[src/design/squeeze_pkg.sv]
`default_nettype none

package squeeze_pkg;

	// Datapath word sizes
	localparam int data_width = 16;
	localparam int acc_width  = 32;
	// Binary point of the accumulator
	localparam int frac_bits  = 14;

	typedef logic signed [data_width-1:0] data_t;
	typedef logic signed [acc_width-1:0]  acc_t;

	// Small integer weight in -3..3, walks with tap address and lane
	function automatic data_t weight_value(input int addr, input int lane);
		int w;
		w = ((addr * 5 + lane * 3 + 2) % 7) - 3;
		return data_t'(w);
	endfunction

	// Per-channel bias in quarter steps, accumulator scale
	function automatic acc_t bias_value(input int lane);
		int b;
		b = (lane - 1) * (1 << (frac_bits - 2));
		return acc_t'(b);
	endfunction

endpackage

`default_nettype wire

[src/design/mac_lane.sv]
`timescale 1ns/10ps
`default_nettype none

module mac_lane
	import squeeze_pkg::*;
(
	input  wire        clk,
	input  wire        rst_n,
	input  wire        acc_en,
	input  wire        acc_first,
	input  wire data_t tap,
	input  wire data_t weight,
	output acc_t       acc
);

	// Full-width signed product, both operands sign extended
	acc_t product;

	assign product = acc_t'(tap) * acc_t'(weight);

	////////////////////////////////////////////////////////////
	// Accumulator
	////////////////////////////////////////////////////////////

	always_ff @(posedge clk or negedge rst_n) begin
		if (!rst_n) begin
			acc <= '0;
		end else if (acc_first) begin
			// First tap of a window restarts the sum
			acc <= product;
		end else if (acc_en) begin
			acc <= acc + product;
		end
	end

	// First-tap strobe from the sequencer only comes with a live tap
	a_first_has_en: assert property (
		@(posedge clk) disable iff (!rst_n)
		acc_first |-> acc_en
	);

endmodule

`default_nettype wire

[src/design/output_requant.sv]
`timescale 1ns/10ps
`default_nettype none

module output_requant
	import squeeze_pkg::*;
#(
	parameter int LANES = 4
)
(
	input  wire        clk,
	input  wire        rst_n,
	input  wire        window_done,
	input  wire acc_t  acc [LANES],
	output data_t      ofm [LANES]
);

	// Accumulator plus channel bias
	acc_t biased [LANES];

	always_comb begin
		for (int l = 0; l < LANES; l++) begin
			biased[l] = acc[l] + bias_value(l);
		end
	end

	////////////////////////////////////////////////////////////
	// ReLU and truncation, held until next window
	////////////////////////////////////////////////////////////

	always_ff @(posedge clk or negedge rst_n) begin
		if (!rst_n) begin
			for (int l = 0; l < LANES; l++) begin
				ofm[l] <= '0;
			end
		end else if (window_done) begin
			for (int l = 0; l < LANES; l++) begin
				if (biased[l][acc_width-1]) begin
					// Negative clamps to zero
					ofm[l] <= '0;
				end else begin
					// Sign bit, then bits 28..14
					ofm[l] <= {biased[l][acc_width-1],
						biased[l][frac_bits+data_width-2:frac_bits]};
				end
			end
		end
	end

endmodule

`default_nettype wire

[src/design/squeeze_conv_layer.sv]
`timescale 1ns/10ps
`default_nettype none

module squeeze_conv_layer
	import squeeze_pkg::*;
#(
	parameter int LANES      = 4,
	parameter int CHIN       = 2,
	parameter int KERNEL_DIM = 3,
	parameter int WOUT       = 2
)
(
	input  wire        clk,
	input  wire        rst_n,
	input  wire        layer_en,
	input  wire data_t ifm,
	input  wire        ram_feedback,
	output data_t      ofm [LANES],
	output logic       ofm_sample,
	output logic       layer_finish
);

	localparam int ADDR_W = $clog2(KERNEL_DIM * KERNEL_DIM * CHIN);

	data_t             tap_q;
	data_t             tap_d;
	logic              en_q;
	logic [ADDR_W-1:0] tap_addr;
	logic              acc_en;
	logic              acc_first;
	logic              window_done;
	data_t             weights [LANES];
	acc_t              lane_acc [LANES];

	////////////////////////////////////////////////////////////
	// Input stage and ROM alignment
	////////////////////////////////////////////////////////////

	always_ff @(posedge clk or negedge rst_n) begin
		if (!rst_n) begin
			en_q <= 1'b0;
		end else begin
			en_q <= layer_en;
		end
	end

	// Tap waits one extra cycle for its weight
	always_ff @(posedge clk) begin
		tap_q <= ifm;
		tap_d <= tap_q;
	end

	window_sequencer #(
		.CHIN       (CHIN),
		.KERNEL_DIM (KERNEL_DIM),
		.WOUT       (WOUT)
	) u_seq (
		.clk          (clk),
		.rst_n        (rst_n),
		.en_q         (en_q),
		.ram_feedback (ram_feedback),
		.tap_addr     (tap_addr),
		.acc_en       (acc_en),
		.acc_first    (acc_first),
		.window_done  (window_done),
		.ofm_sample   (ofm_sample),
		.layer_finish (layer_finish)
	);

	weight_rom #(
		.LANES      (LANES),
		.CHIN       (CHIN),
		.KERNEL_DIM (KERNEL_DIM)
	) u_rom (
		.clk      (clk),
		.tap_addr (tap_addr),
		.weights  (weights)
	);

	////////////////////////////////////////////////////////////
	// One MAC per output channel
	////////////////////////////////////////////////////////////

	genvar l;
	generate
		for (l = 0; l < LANES; l++) begin : g_lane
			mac_lane u_mac (
				.clk       (clk),
				.rst_n     (rst_n),
				.acc_en    (acc_en),
				.acc_first (acc_first),
				.tap       (tap_d),
				.weight    (weights[l]),
				.acc       (lane_acc[l])
			);
		end
	endgenerate

	output_requant #(
		.LANES (LANES)
	) u_requant (
		.clk         (clk),
		.rst_n       (rst_n),
		.window_done (window_done),
		.acc         (lane_acc),
		.ofm         (ofm)
	);

endmodule

`default_nettype wire

[src/design/weight_rom.sv]
`timescale 1ns/10ps
`default_nettype none

module weight_rom
	import squeeze_pkg::*;
#(
	parameter int LANES      = 4,
	parameter int CHIN       = 2,
	parameter int KERNEL_DIM = 3
)
(
	input  wire                                       clk,
	input  wire [$clog2(KERNEL_DIM*KERNEL_DIM*CHIN)-1:0] tap_addr,
	output data_t                                     weights [LANES]
);

	// Taps per kernel window
	localparam int WIN_LEN = KERNEL_DIM * KERNEL_DIM * CHIN;

	////////////////////////////////////////////////////////////
	// One ROM column per lane
	////////////////////////////////////////////////////////////

	genvar l;
	generate
		for (l = 0; l < LANES; l++) begin : g_lane
			data_t mem [WIN_LEN];

			// Contents fixed at elaboration
			initial begin
				for (int a = 0; a < WIN_LEN; a++) begin
					mem[a] = weight_value(a, l);
				end
			end

			// Registered read, one cycle latency
			always_ff @(posedge clk) begin
				weights[l] <= mem[tap_addr];
			end
		end
	endgenerate

endmodule

`default_nettype wire

[src/design/window_sequencer.sv]
`timescale 1ns/10ps
`default_nettype none

module window_sequencer #(
	parameter int CHIN       = 2,
	parameter int KERNEL_DIM = 3,
	parameter int WOUT       = 2
)
(
	input  wire                                          clk,
	input  wire                                          rst_n,
	input  wire                                          en_q,
	input  wire                                          ram_feedback,
	output logic [$clog2(KERNEL_DIM*KERNEL_DIM*CHIN)-1:0] tap_addr,
	output logic                                         acc_en,
	output logic                                         acc_first,
	output logic                                         window_done,
	output logic                                         ofm_sample,
	output logic                                         layer_finish
);

	localparam int WIN_LEN   = KERNEL_DIM * KERNEL_DIM * CHIN;
	localparam int ADDR_W    = $clog2(WIN_LEN);
	localparam int WINDOWS   = WOUT * WOUT;
	localparam int WIN_CNT_W = $clog2(WINDOWS + 1);

	logic [WIN_CNT_W-1:0] win_cnt;
	logic                 taps_done;
	logic                 advance;
	logic                 at_last;
	logic                 last_al;
	logic                 done_q;
	logic                 layer_end;
	logic                 fb_seen;

	// All windows issued, stop taking taps
	assign taps_done = (win_cnt == WIN_CNT_W'(WINDOWS));
	assign advance   = en_q && !taps_done;
	assign at_last   = (tap_addr == ADDR_W'(WIN_LEN - 1));

	////////////////////////////////////////////////////////////
	// Tap address and issued window count
	////////////////////////////////////////////////////////////

	always_ff @(posedge clk or negedge rst_n) begin
		if (!rst_n) begin
			tap_addr <= '0;
			win_cnt  <= '0;
		end else if (advance) begin
			// Wrap at window length
			if (at_last) begin
				tap_addr <= '0;
				win_cnt  <= win_cnt + 1'b1;
			end else begin
				tap_addr <= tap_addr + 1'b1;
			end
		end
	end

	////////////////////////////////////////////////////////////
	// Strobes, lined up with ROM output, then the tail
	////////////////////////////////////////////////////////////

	always_ff @(posedge clk or negedge rst_n) begin
		if (!rst_n) begin
			acc_en      <= 1'b0;
			acc_first   <= 1'b0;
			last_al     <= 1'b0;
			window_done <= 1'b0;
			done_q      <= 1'b0;
			ofm_sample  <= 1'b0;
		end else begin
			acc_en      <= advance;
			acc_first   <= advance && (tap_addr == '0);
			last_al     <= advance && at_last;
			// MAC holds full sum one cycle after last aligned tap
			window_done <= last_al;
			// Requant register loads on done, sample follows it
			done_q      <= window_done;
			ofm_sample  <= done_q;
		end
	end

	////////////////////////////////////////////////////////////
	// Layer end and finish handshake
	////////////////////////////////////////////////////////////

	always_ff @(posedge clk or negedge rst_n) begin
		if (!rst_n) begin
			layer_end <= 1'b0;
			fb_seen   <= 1'b0;
		end else begin
			// Only the last window's done arrives once all are issued
			if (window_done && taps_done) begin
				layer_end <= 1'b1;
			end
			if (ram_feedback) begin
				fb_seen <= 1'b1;
			end
		end
	end

	assign layer_finish = layer_end && !fb_seen;

	// No window completes once the layer is over
	a_no_done_after_end: assert property (
		@(posedge clk) disable iff (!rst_n)
		layer_end |-> !window_done
	);

	a_addr_in_window: assert property (
		@(posedge clk) disable iff (!rst_n)
		tap_addr < ADDR_W'(WIN_LEN)
	);

endmodule

`default_nettype wire

[config.mk]
export PLATFORM = sky130hd
export DESIGN_NAME = squeeze_conv_layer
export DESIGN_NICKNAME = d
export VERILOG_FILES = /design/src/design/squeeze_pkg.sv /design/src/design/mac_lane.sv /design/src/design/output_requant.sv /design/src/design/squeeze_conv_layer.sv /design/src/design/weight_rom.sv /design/src/design/window_sequencer.sv
export SDC_FILE = /design/constraint.sdc
export NUM_CORES = 2
export LEC_CHECK = 0
export ABC_AREA = 1
export BUFFER_PORTS_ARGS = -buffer_cell sky130_fd_sc_hd__buf_4
export CAP_MARGIN = 0
export CORE_AREA = 2 2 506 508
export CTS_BUF_LIST = sky130_fd_sc_hd__clkbuf_4 sky130_fd_sc_hd__clkbuf_8
export DETAILED_ROUTE_END_ITERATION = 8
export DIE_AREA = 0 0 508 510
export GPL_TIMING_DRIVEN = 0
export SYNTH_ARGS = -nofsm -noshare
export SYNTH_HDL_FRONTEND = slang
export SYNTH_HIERARCHICAL = 1
export SYNTH_SLANG_ARGS = --single-unit
export TNS_END_PERCENT = 100
[constraint.sdc]
create_clock -name clk -period 7.5 [get_ports clk]
set_clock_uncertainty 0.15 [all_clocks]
set_input_delay 0.75 -clock clk [delete_from_list [all_inputs] [get_ports clk]]
set_output_delay 0.75 -clock clk [all_outputs]
set_load 0.05 [all_outputs]
Word level (Yosys, flattened, before mapping)
Memories as Yosys holds them, arrays and structs flattened. A register that Yosys moved wholly into a read port is not among the register bits.
Cells that the tools add are included.
- add/sub/neg operators: 9
- $mul: 4
- equal/unequal tests: 2
- muxes and demuxes: 13
- reductions and logical operators: 10
- operators with widths (cell ; number):
    $mux W32 ; 8
    $add A32 B32 Y32 ; 4
    $mul A16 B16 Y32 ; 4
    $mux W15 ; 4
    $add A32 B13 Y32 const B ; 1
    $add A32 B14 Y32 const B ; 1
    $add A32 B15 Y32 const B ; 1
    $add A5 B1 Y5 const B ; 1
    $eq A5 B5 Y1 const B ; 1
    $logic_and A1 B1 Y1 ; 5
    $logic_not A5 Y1 ; 1
    $mux W5 ; 1
    $add A3 B1 Y3 const B ; 1
    $eq A3 B3 Y1 const B ; 1
    $logic_not A1 Y1 ; 2
    $reduce_and A2 Y1 ; 1
    $reduce_bool A2 Y1 ; 1
- flip-flop bits (word level): 241
- ROM bits: 1152
- word-level logic and storage cells: 63
- memories: 4
- memories (memory ; depth ; bits a word ; read ports ; clocked after Yosys merged registers in ; wr ports ; RTL line ; RTL):
    u_rom.g_lane[0].mem ; 18 ; 16 ; 1 ; 1 ; 0 ; weight_rom.sv:27 ; data_t mem [WIN_LEN];
    u_rom.g_lane[1].mem ; 18 ; 16 ; 1 ; 1 ; 0 ; weight_rom.sv:27 ;
    u_rom.g_lane[2].mem ; 18 ; 16 ; 1 ; 1 ; 0 ; weight_rom.sv:27 ;
    u_rom.g_lane[3].mem ; 18 ; 16 ; 1 ; 1 ; 0 ; weight_rom.sv:27 ;

Logic depth before layout (Yosys ltp)
- word-level depth: 4
- mapped depth: 45

Hierarchy
The synthesis kept the hierarchy.
- modules (own cells, without submodules) (module ; times used ; cells each ; area an instance (um^2)):
    mac_lane (g_lane[1].u_mac ...) ; 2 ; 1997 ; 14269.9
    mac_lane (g_lane[3].u_mac) ; 1 ; 2001 ; 14330.0
    mac_lane (g_lane[0].u_mac) ; 1 ; 1936 ; 14061.0
    output_requant ; 1 ; 499 ; 3608.5
    weight_rom ; 1 ; 156 ; 1116.1
    window_sequencer ; 1 ; 73 ; 706.9
    squeeze_conv_layer ; 1 ; 33 ; 665.6

Least setup slack after synthesis
Ideal clock, no wire load.
- kind: register to register
- start point: register tap_d[15]
- end point: register g_lane[0].u_mac.acc[31]
- setup time: 0.118 ns
- arrival: 7.156 ns
- path slack: 0.076 ns
- cell stages (with the launch flop): 35
- buffers on the path: 1
- cells stage by stage: dfxtp_1 > clkbuf_1 > nand2_1 > inv_1 > fa_1 > inv_1 > fa_1 > inv_1 > fa_1 > fa_1 > fa_1 > inv_1 > fa_1 > inv_1 > ha_1 > nand2_1 > nor2_1 > inv_1 > nor4_1 > nand3_1 > nand2_1 > nand2_1 > and2_1 > ha_1 > a21o_1 > nor2_1 > nand2_1 > a21oi_1 > nand3_1 > nand3_1 > nand2_1 > nand2_1 > nand2_1 > nand3_1 > nand2_1
- word-level cells in the longest chain between the ends: 4
- ends and longest elaborated chain (what ; RTL line ; RTL):
    start, declared ; squeeze_conv_layer.sv:26 ; data_t tap_d;
    start signal, assigned ; squeeze_conv_layer.sv:50 ; tap_d <= tap_q;
    $mul A16 B16 Y32 (*) ; mac_lane.sv:19 ; assign product = acc_t'(tap) * acc_t'(weight);
    $add A32 B32 Y32 ; mac_lane.sv:32 ; acc <= acc + product;
    $mux W32 ; mac_lane.sv:31 ; end else if (acc_en) begin
    $mux W32 (*) ; mac_lane.sv:28 ; end else if (acc_first) begin
    end signal, assigned ; mac_lane.sv:30 ; acc <= product;
    end signal, assigned ; mac_lane.sv:32 ;
    end, declared ; mac_lane.sv:13 ; output acc_t acc
Every way passes the cells marked *; elsewhere a longest branch is shown, timed or not. The select of a mux whose other input is x is not followed.
A chain may end at the register's enable or synchronous reset.

Worst setup path in the final report
- start point: register tap_d[15]
- end point: register g_lane[0].u_mac.acc[28]
The elaborated chain is that of the path after synthesis.

==> flow_summary.rst <==
.. list-table::
   :header-rows: 1

   * - Metric
     - Value
   * - Routed via count
     - about 55000
   * - Number of rows in the core area
     - 185
   * - Post-detailed-route count of antenna-violating nets
     - 0
   * - Period utilization
     - 98.18%
   * - Area fraction of the dominant cell type after synthesis
     - ~33%
   * - Post-detailed-placement cell area
     - 68070 sq um
   * - Number of cells in the design after placement
     - ~12000
   * - Number of buffers between clock root and the deepest sink
     - 3
   * - Detailed router's first-iteration violation count
     - approximately 4000
   * - IO Count
     - 86
   * - Quantity of I/O buffers inserted on ports
     - 81
   * - Total of flip-flops plus latches after synthesis
     - 249
   * - Hold Fails Final Rpt
     - 0
   * - Crit end category
     - register
   * - Initial antenna violation count
     - 5
   * - DRC violations left
     - 0
   * - Measured slew at the worst slew-check pin
     - slightly below 1000 ps
   * - H-tree lvl count
     - 2
   * - Instance count of the mapped netlist
     - 8692
   * - Die width
     - 508 um
   * - Placeable Area
     - ~250000 sq um
   * - Post-synthesis mux area share
     - 0%
   * - Mean cell area of the mapped netlist
     - 7.251 sq um
   * - Fraction of layout cells with a size suffix above 1
     - 16.09%
   * - Simple-gate share of the synthesized area
     - around a quarter
   * - Worst path max stage delay
     - 580 ps
   * - Post-synthesis cell area
     - 63030 sq um
   * - XOR/XNOR Fraction of Synth Area
     - 1.806%
   * - Arr. time, crit path
     - slightly below 8000 ps
   * - Critical path class
     - register to register
   * - Adder and majority gate portion of the synthesized area
     - 42.82%
   * - Initial Util
     - approximately a quarter
   * - Min-delay worst type
     - input port to register
   * - Cell types occupying the most area after synthesis
     - sky130_fd_sc_hd__fa_1 (33%), sky130_fd_sc_hd__nand2_1 (14%), sky130_fd_sc_hd__inv_1 (13%), sky130_fd_sc_hd__ha_1 (9.4%), sky130_fd_sc_hd__dfrtp_1 (8.1%)
   * - First-pass GRT wire length
     - 310600 um
   * - Detailed-routing iteration count for the pre-antenna-repair pass
     - 6
   * - Detail-routed net length per standard cell
     - 16.06 um
   * - Via count of the first global-routing pass
     - 55270
   * - Combinational family with the most area after synthesis
     - adder cells
   * - CTS tree
     - done
   * - Type of element launching the critical path
     - register
   * - CTS buffer count
     - 55
   * - Total number of clock tree sinks
     - between 200 and 250
   * - Total global routing track utilization
     - 15.25%
   * - GRT Residual Overflow
     - 0
   * - Setup-violating endpoint count in the final report
     - 0
   * - Pin count of the biggest net entering global routing
     - 107
   * - Minimum period implied by the final worst setup slack
     - 7364 ps
   * - Detail-routed via count per cell
     - 4.415
   * - Total half-perimeter wirelength after legalization and detailed placement
     - 159000 um
   * - Fillers
     - 27200
   * - Number of cells in the finished layout apart from fillers
     - 12350
   * - CTS root buffer
     - sky130_fd_sc_hd__clkbuf_8
   * - Final-report max-slew violation count
     - 0
   * - Unrepaired setup endpoints after global routing
     - true
   * - Cell with the most instances on the worst path
     - sky130_fd_sc_hd__fa_1
   * - Insertion delay of the later-clocked pin in the worst-skew pair
     - ~820 ps
   * - Die Y
     - 510 um
   * - Worst max-slew margin expressed relative to the limit
     - 33.89%
   * - Library cell contributing the largest single delay on the critical path
     - sky130_fd_sc_hd__fa_1
   * - Cell variety after synth
     - 67
   * - Dominant cell type by area after synthesis
     - sky130_fd_sc_hd__fa_1
   * - Area growth from synthesis to final layout
     - 19.59%
   * - Critical path fanouts, max
     - 7
   * - Clock-pin slew reported for the worst setup and hold paths after clock tree synthesis
     - 80 ps
   * - Layout Cell Area excl Fill
     - 75370 sq um
   * - Count of maximum capacitance violations
     - 0
   * - Gpl congestion
     - 0.9298
   * - Total Nets Final
     - 10480
   * - Number of warnings issued by yosys
     - 6
   * - Post-synthesis sequential area ratio
     - 9.537%
   * - Run status
     - finished clean
   * - Fmax
     - 0.1358 GHz
   * - Die Footprint
     - roughly 260000 sq um
   * - Final WL
     - 198400 um
   * - Data required, critical path
     - 8050 ps
   * - Complex-gate fraction of the synthesized area
     - 6.130%
## per-layer routing
metal,global-route usage [%],vias up,routed length [um]
met2,25.58,1566,93150
met5,0,-,0
met1,20.07,26630,85090
li1,-,26050,-
met3,1.954,295,12250
met4,5.473,0,7919
## sequential cells by signal, indices dropped and copies added (netlist names)
signal	cells
en_q	1
u_seq/win_cnt	3
u_seq/acc_en	1
u_rom/weights	12
u_seq/window_done	1
u_seq/tap_addr	5
tap_q	16
u_seq/fb_seen	1
u_seq/acc_first	1
u_seq/done_q	1
tap_d	16
u_requant/ofm	60
u_seq/ofm_sample	1
g_lane.u_mac/acc	128
u_seq/last_al	1
u_seq/layer_end	1
## cells in the mapped netlist (all sizes together)
| master | instances |
|---|---|
| inv | 2224 |
| o311ai | 1 |
| o21bai | 48 |
| clkinv | 3 |
| xor2 | 77 |
| a21oi | 314 |
| o211ai | 18 |
| a21o | 25 |
| o21ai | 187 |
| a22oi | 5 |
| o22ai | 17 |
| fa | 1052 |
| xnor2 | 41 |
| nor3b | 4 |
| clkbuf | 244 |
| dfxtp | 44 |
| a31oi | 18 |
| buf | 88 |
| o21a | 12 |
| and3 | 1 |
| or2 | 64 |
| nand3b | 38 |
| dfrtp | 205 |
| nor2 | 518 |
| nor3 | 56 |
| nand3 | 404 |
| a21boi | 15 |
| conb | 1 |
| and2 | 17 |
| nand2 | 2416 |
| nand2b | 2 |
| a31o | 1 |
| nand4 | 50 |
| o221ai | 1 |
| ha | 474 |
| nor4 | 7 |
## area by class of cell
type | instances | area, sq um | share of cell area, %
Multi-Input combinational cell | 5887 | 50710 | 67.28
Inverter | 2227 | 8402 | 11.15
Sequential cell | 249 | 6090 | 8.079
Tap cell | 3366 | 4212 | 5.588
Buffer | 272 | 2322 | 3.081
Timing Repair Buffer | 242 | 2316 | 3.073
Clock buffer | 80 | 1013 | 1.345
Clock inverter | 24 | 300.3 | 0.3984
Antenna cell | 4 | 10.01 | 0.01328
## worst max-delay path, delay by kind of cell, from the launching register on
family,cells,cell delay [ps]
XOR/XNOR,1,180
adder cells (fa/ha/maj),8,3660
AO/OA/AOI/OAI,4,610
buffers and inverters,10,1150
flip-flops,1,400
AND/OR/NAND/NOR,10,1050
## cell families (layout without fill, tap and decap cells)
group           after synthesis  after routing
simple gates               3577           3577
buf+inv                    2559           2845
fa+ha+maj                  1526           1526
compound gates              662            662
flops                       249            249
xor+xnor                    118            118
other cells                   1              8
## what timing repair did
item / CTS / global route
endpoints found under the setup margin: 80 / 74
buffers inserted: 47 / 80
gates resized for setup: 495 / 859
hold buffers: 18 / 0
pin swaps: 31 / 212
hold endpoints to repair: 116 / 0
cloned: 4 / 3
## layout by cell type (no fill, tap or decap), types with 96 or more instances in the layout
cell	netlist	routed
sky130_fd_sc_hd__nand2_1	2367	2277
sky130_fd_sc_hd__inv_1	2209	2173
sky130_fd_sc_hd__fa_1	1052	1027
sky130_fd_sc_hd__nor2_1	468	380
sky130_fd_sc_hd__nand3_1	372	344
sky130_fd_sc_hd__ha_1	474	339
sky130_fd_sc_hd__buf_4	58	263
sky130_fd_sc_hd__dfrtp_1	205	205
sky130_fd_sc_hd__a21oi_1	300	200
sky130_fd_sc_hd__nand2_2	47	114
sky130_fd_sc_hd__ha_4	0	111
sky130_fd_sc_hd__o21ai_0	135	108
sky130_fd_sc_hd__nor2_2	38	103
sky130_fd_sc_hd__a21oi_2	12	96
## per-stage QoR
stage | hold slack [ps] | TNS, ps | worst slack, ps | util (%)
after floorplan | 159.6 | 0 | 76.45 | -
after global placement | 161.1 | -122030 | -1943 | 26.77
after detailed placement | 162.1 | -79520 | -1519 | 26.86
after CTS | 17.42 | -71.87 | -28.17 | 28.21
after global routing | 44.47 | -1265 | -126.4 | 29.73
final | 67.79 | 0 | 136.4 | 29.74
## final timing paths
path | slack [ps] | endpoint | cells after the start | from
setup reg to reg | 140 | g_lane[0].u_mac/acc[28] | 33 | tap_d[15]
max in group asynchronous | 5580 | g_lane[3].u_mac/acc[31] | 4 | rst_n
min in group asynchronous | 200 | u_requant/ofm[30] | 2 | rst_n
hold reg to reg | 140 | tap_d[15] | 0 | tap_q[15]
setup / recovery | 140 | g_lane[0].u_mac/acc[28] | 33 | tap_d[15]
hold / removal | 70 | u_seq/fb_seen | 2 | ram_feedback
Power is not shown: default switching activity piles up to over one toggle a cycle in this logic, so the estimate is an artifact.
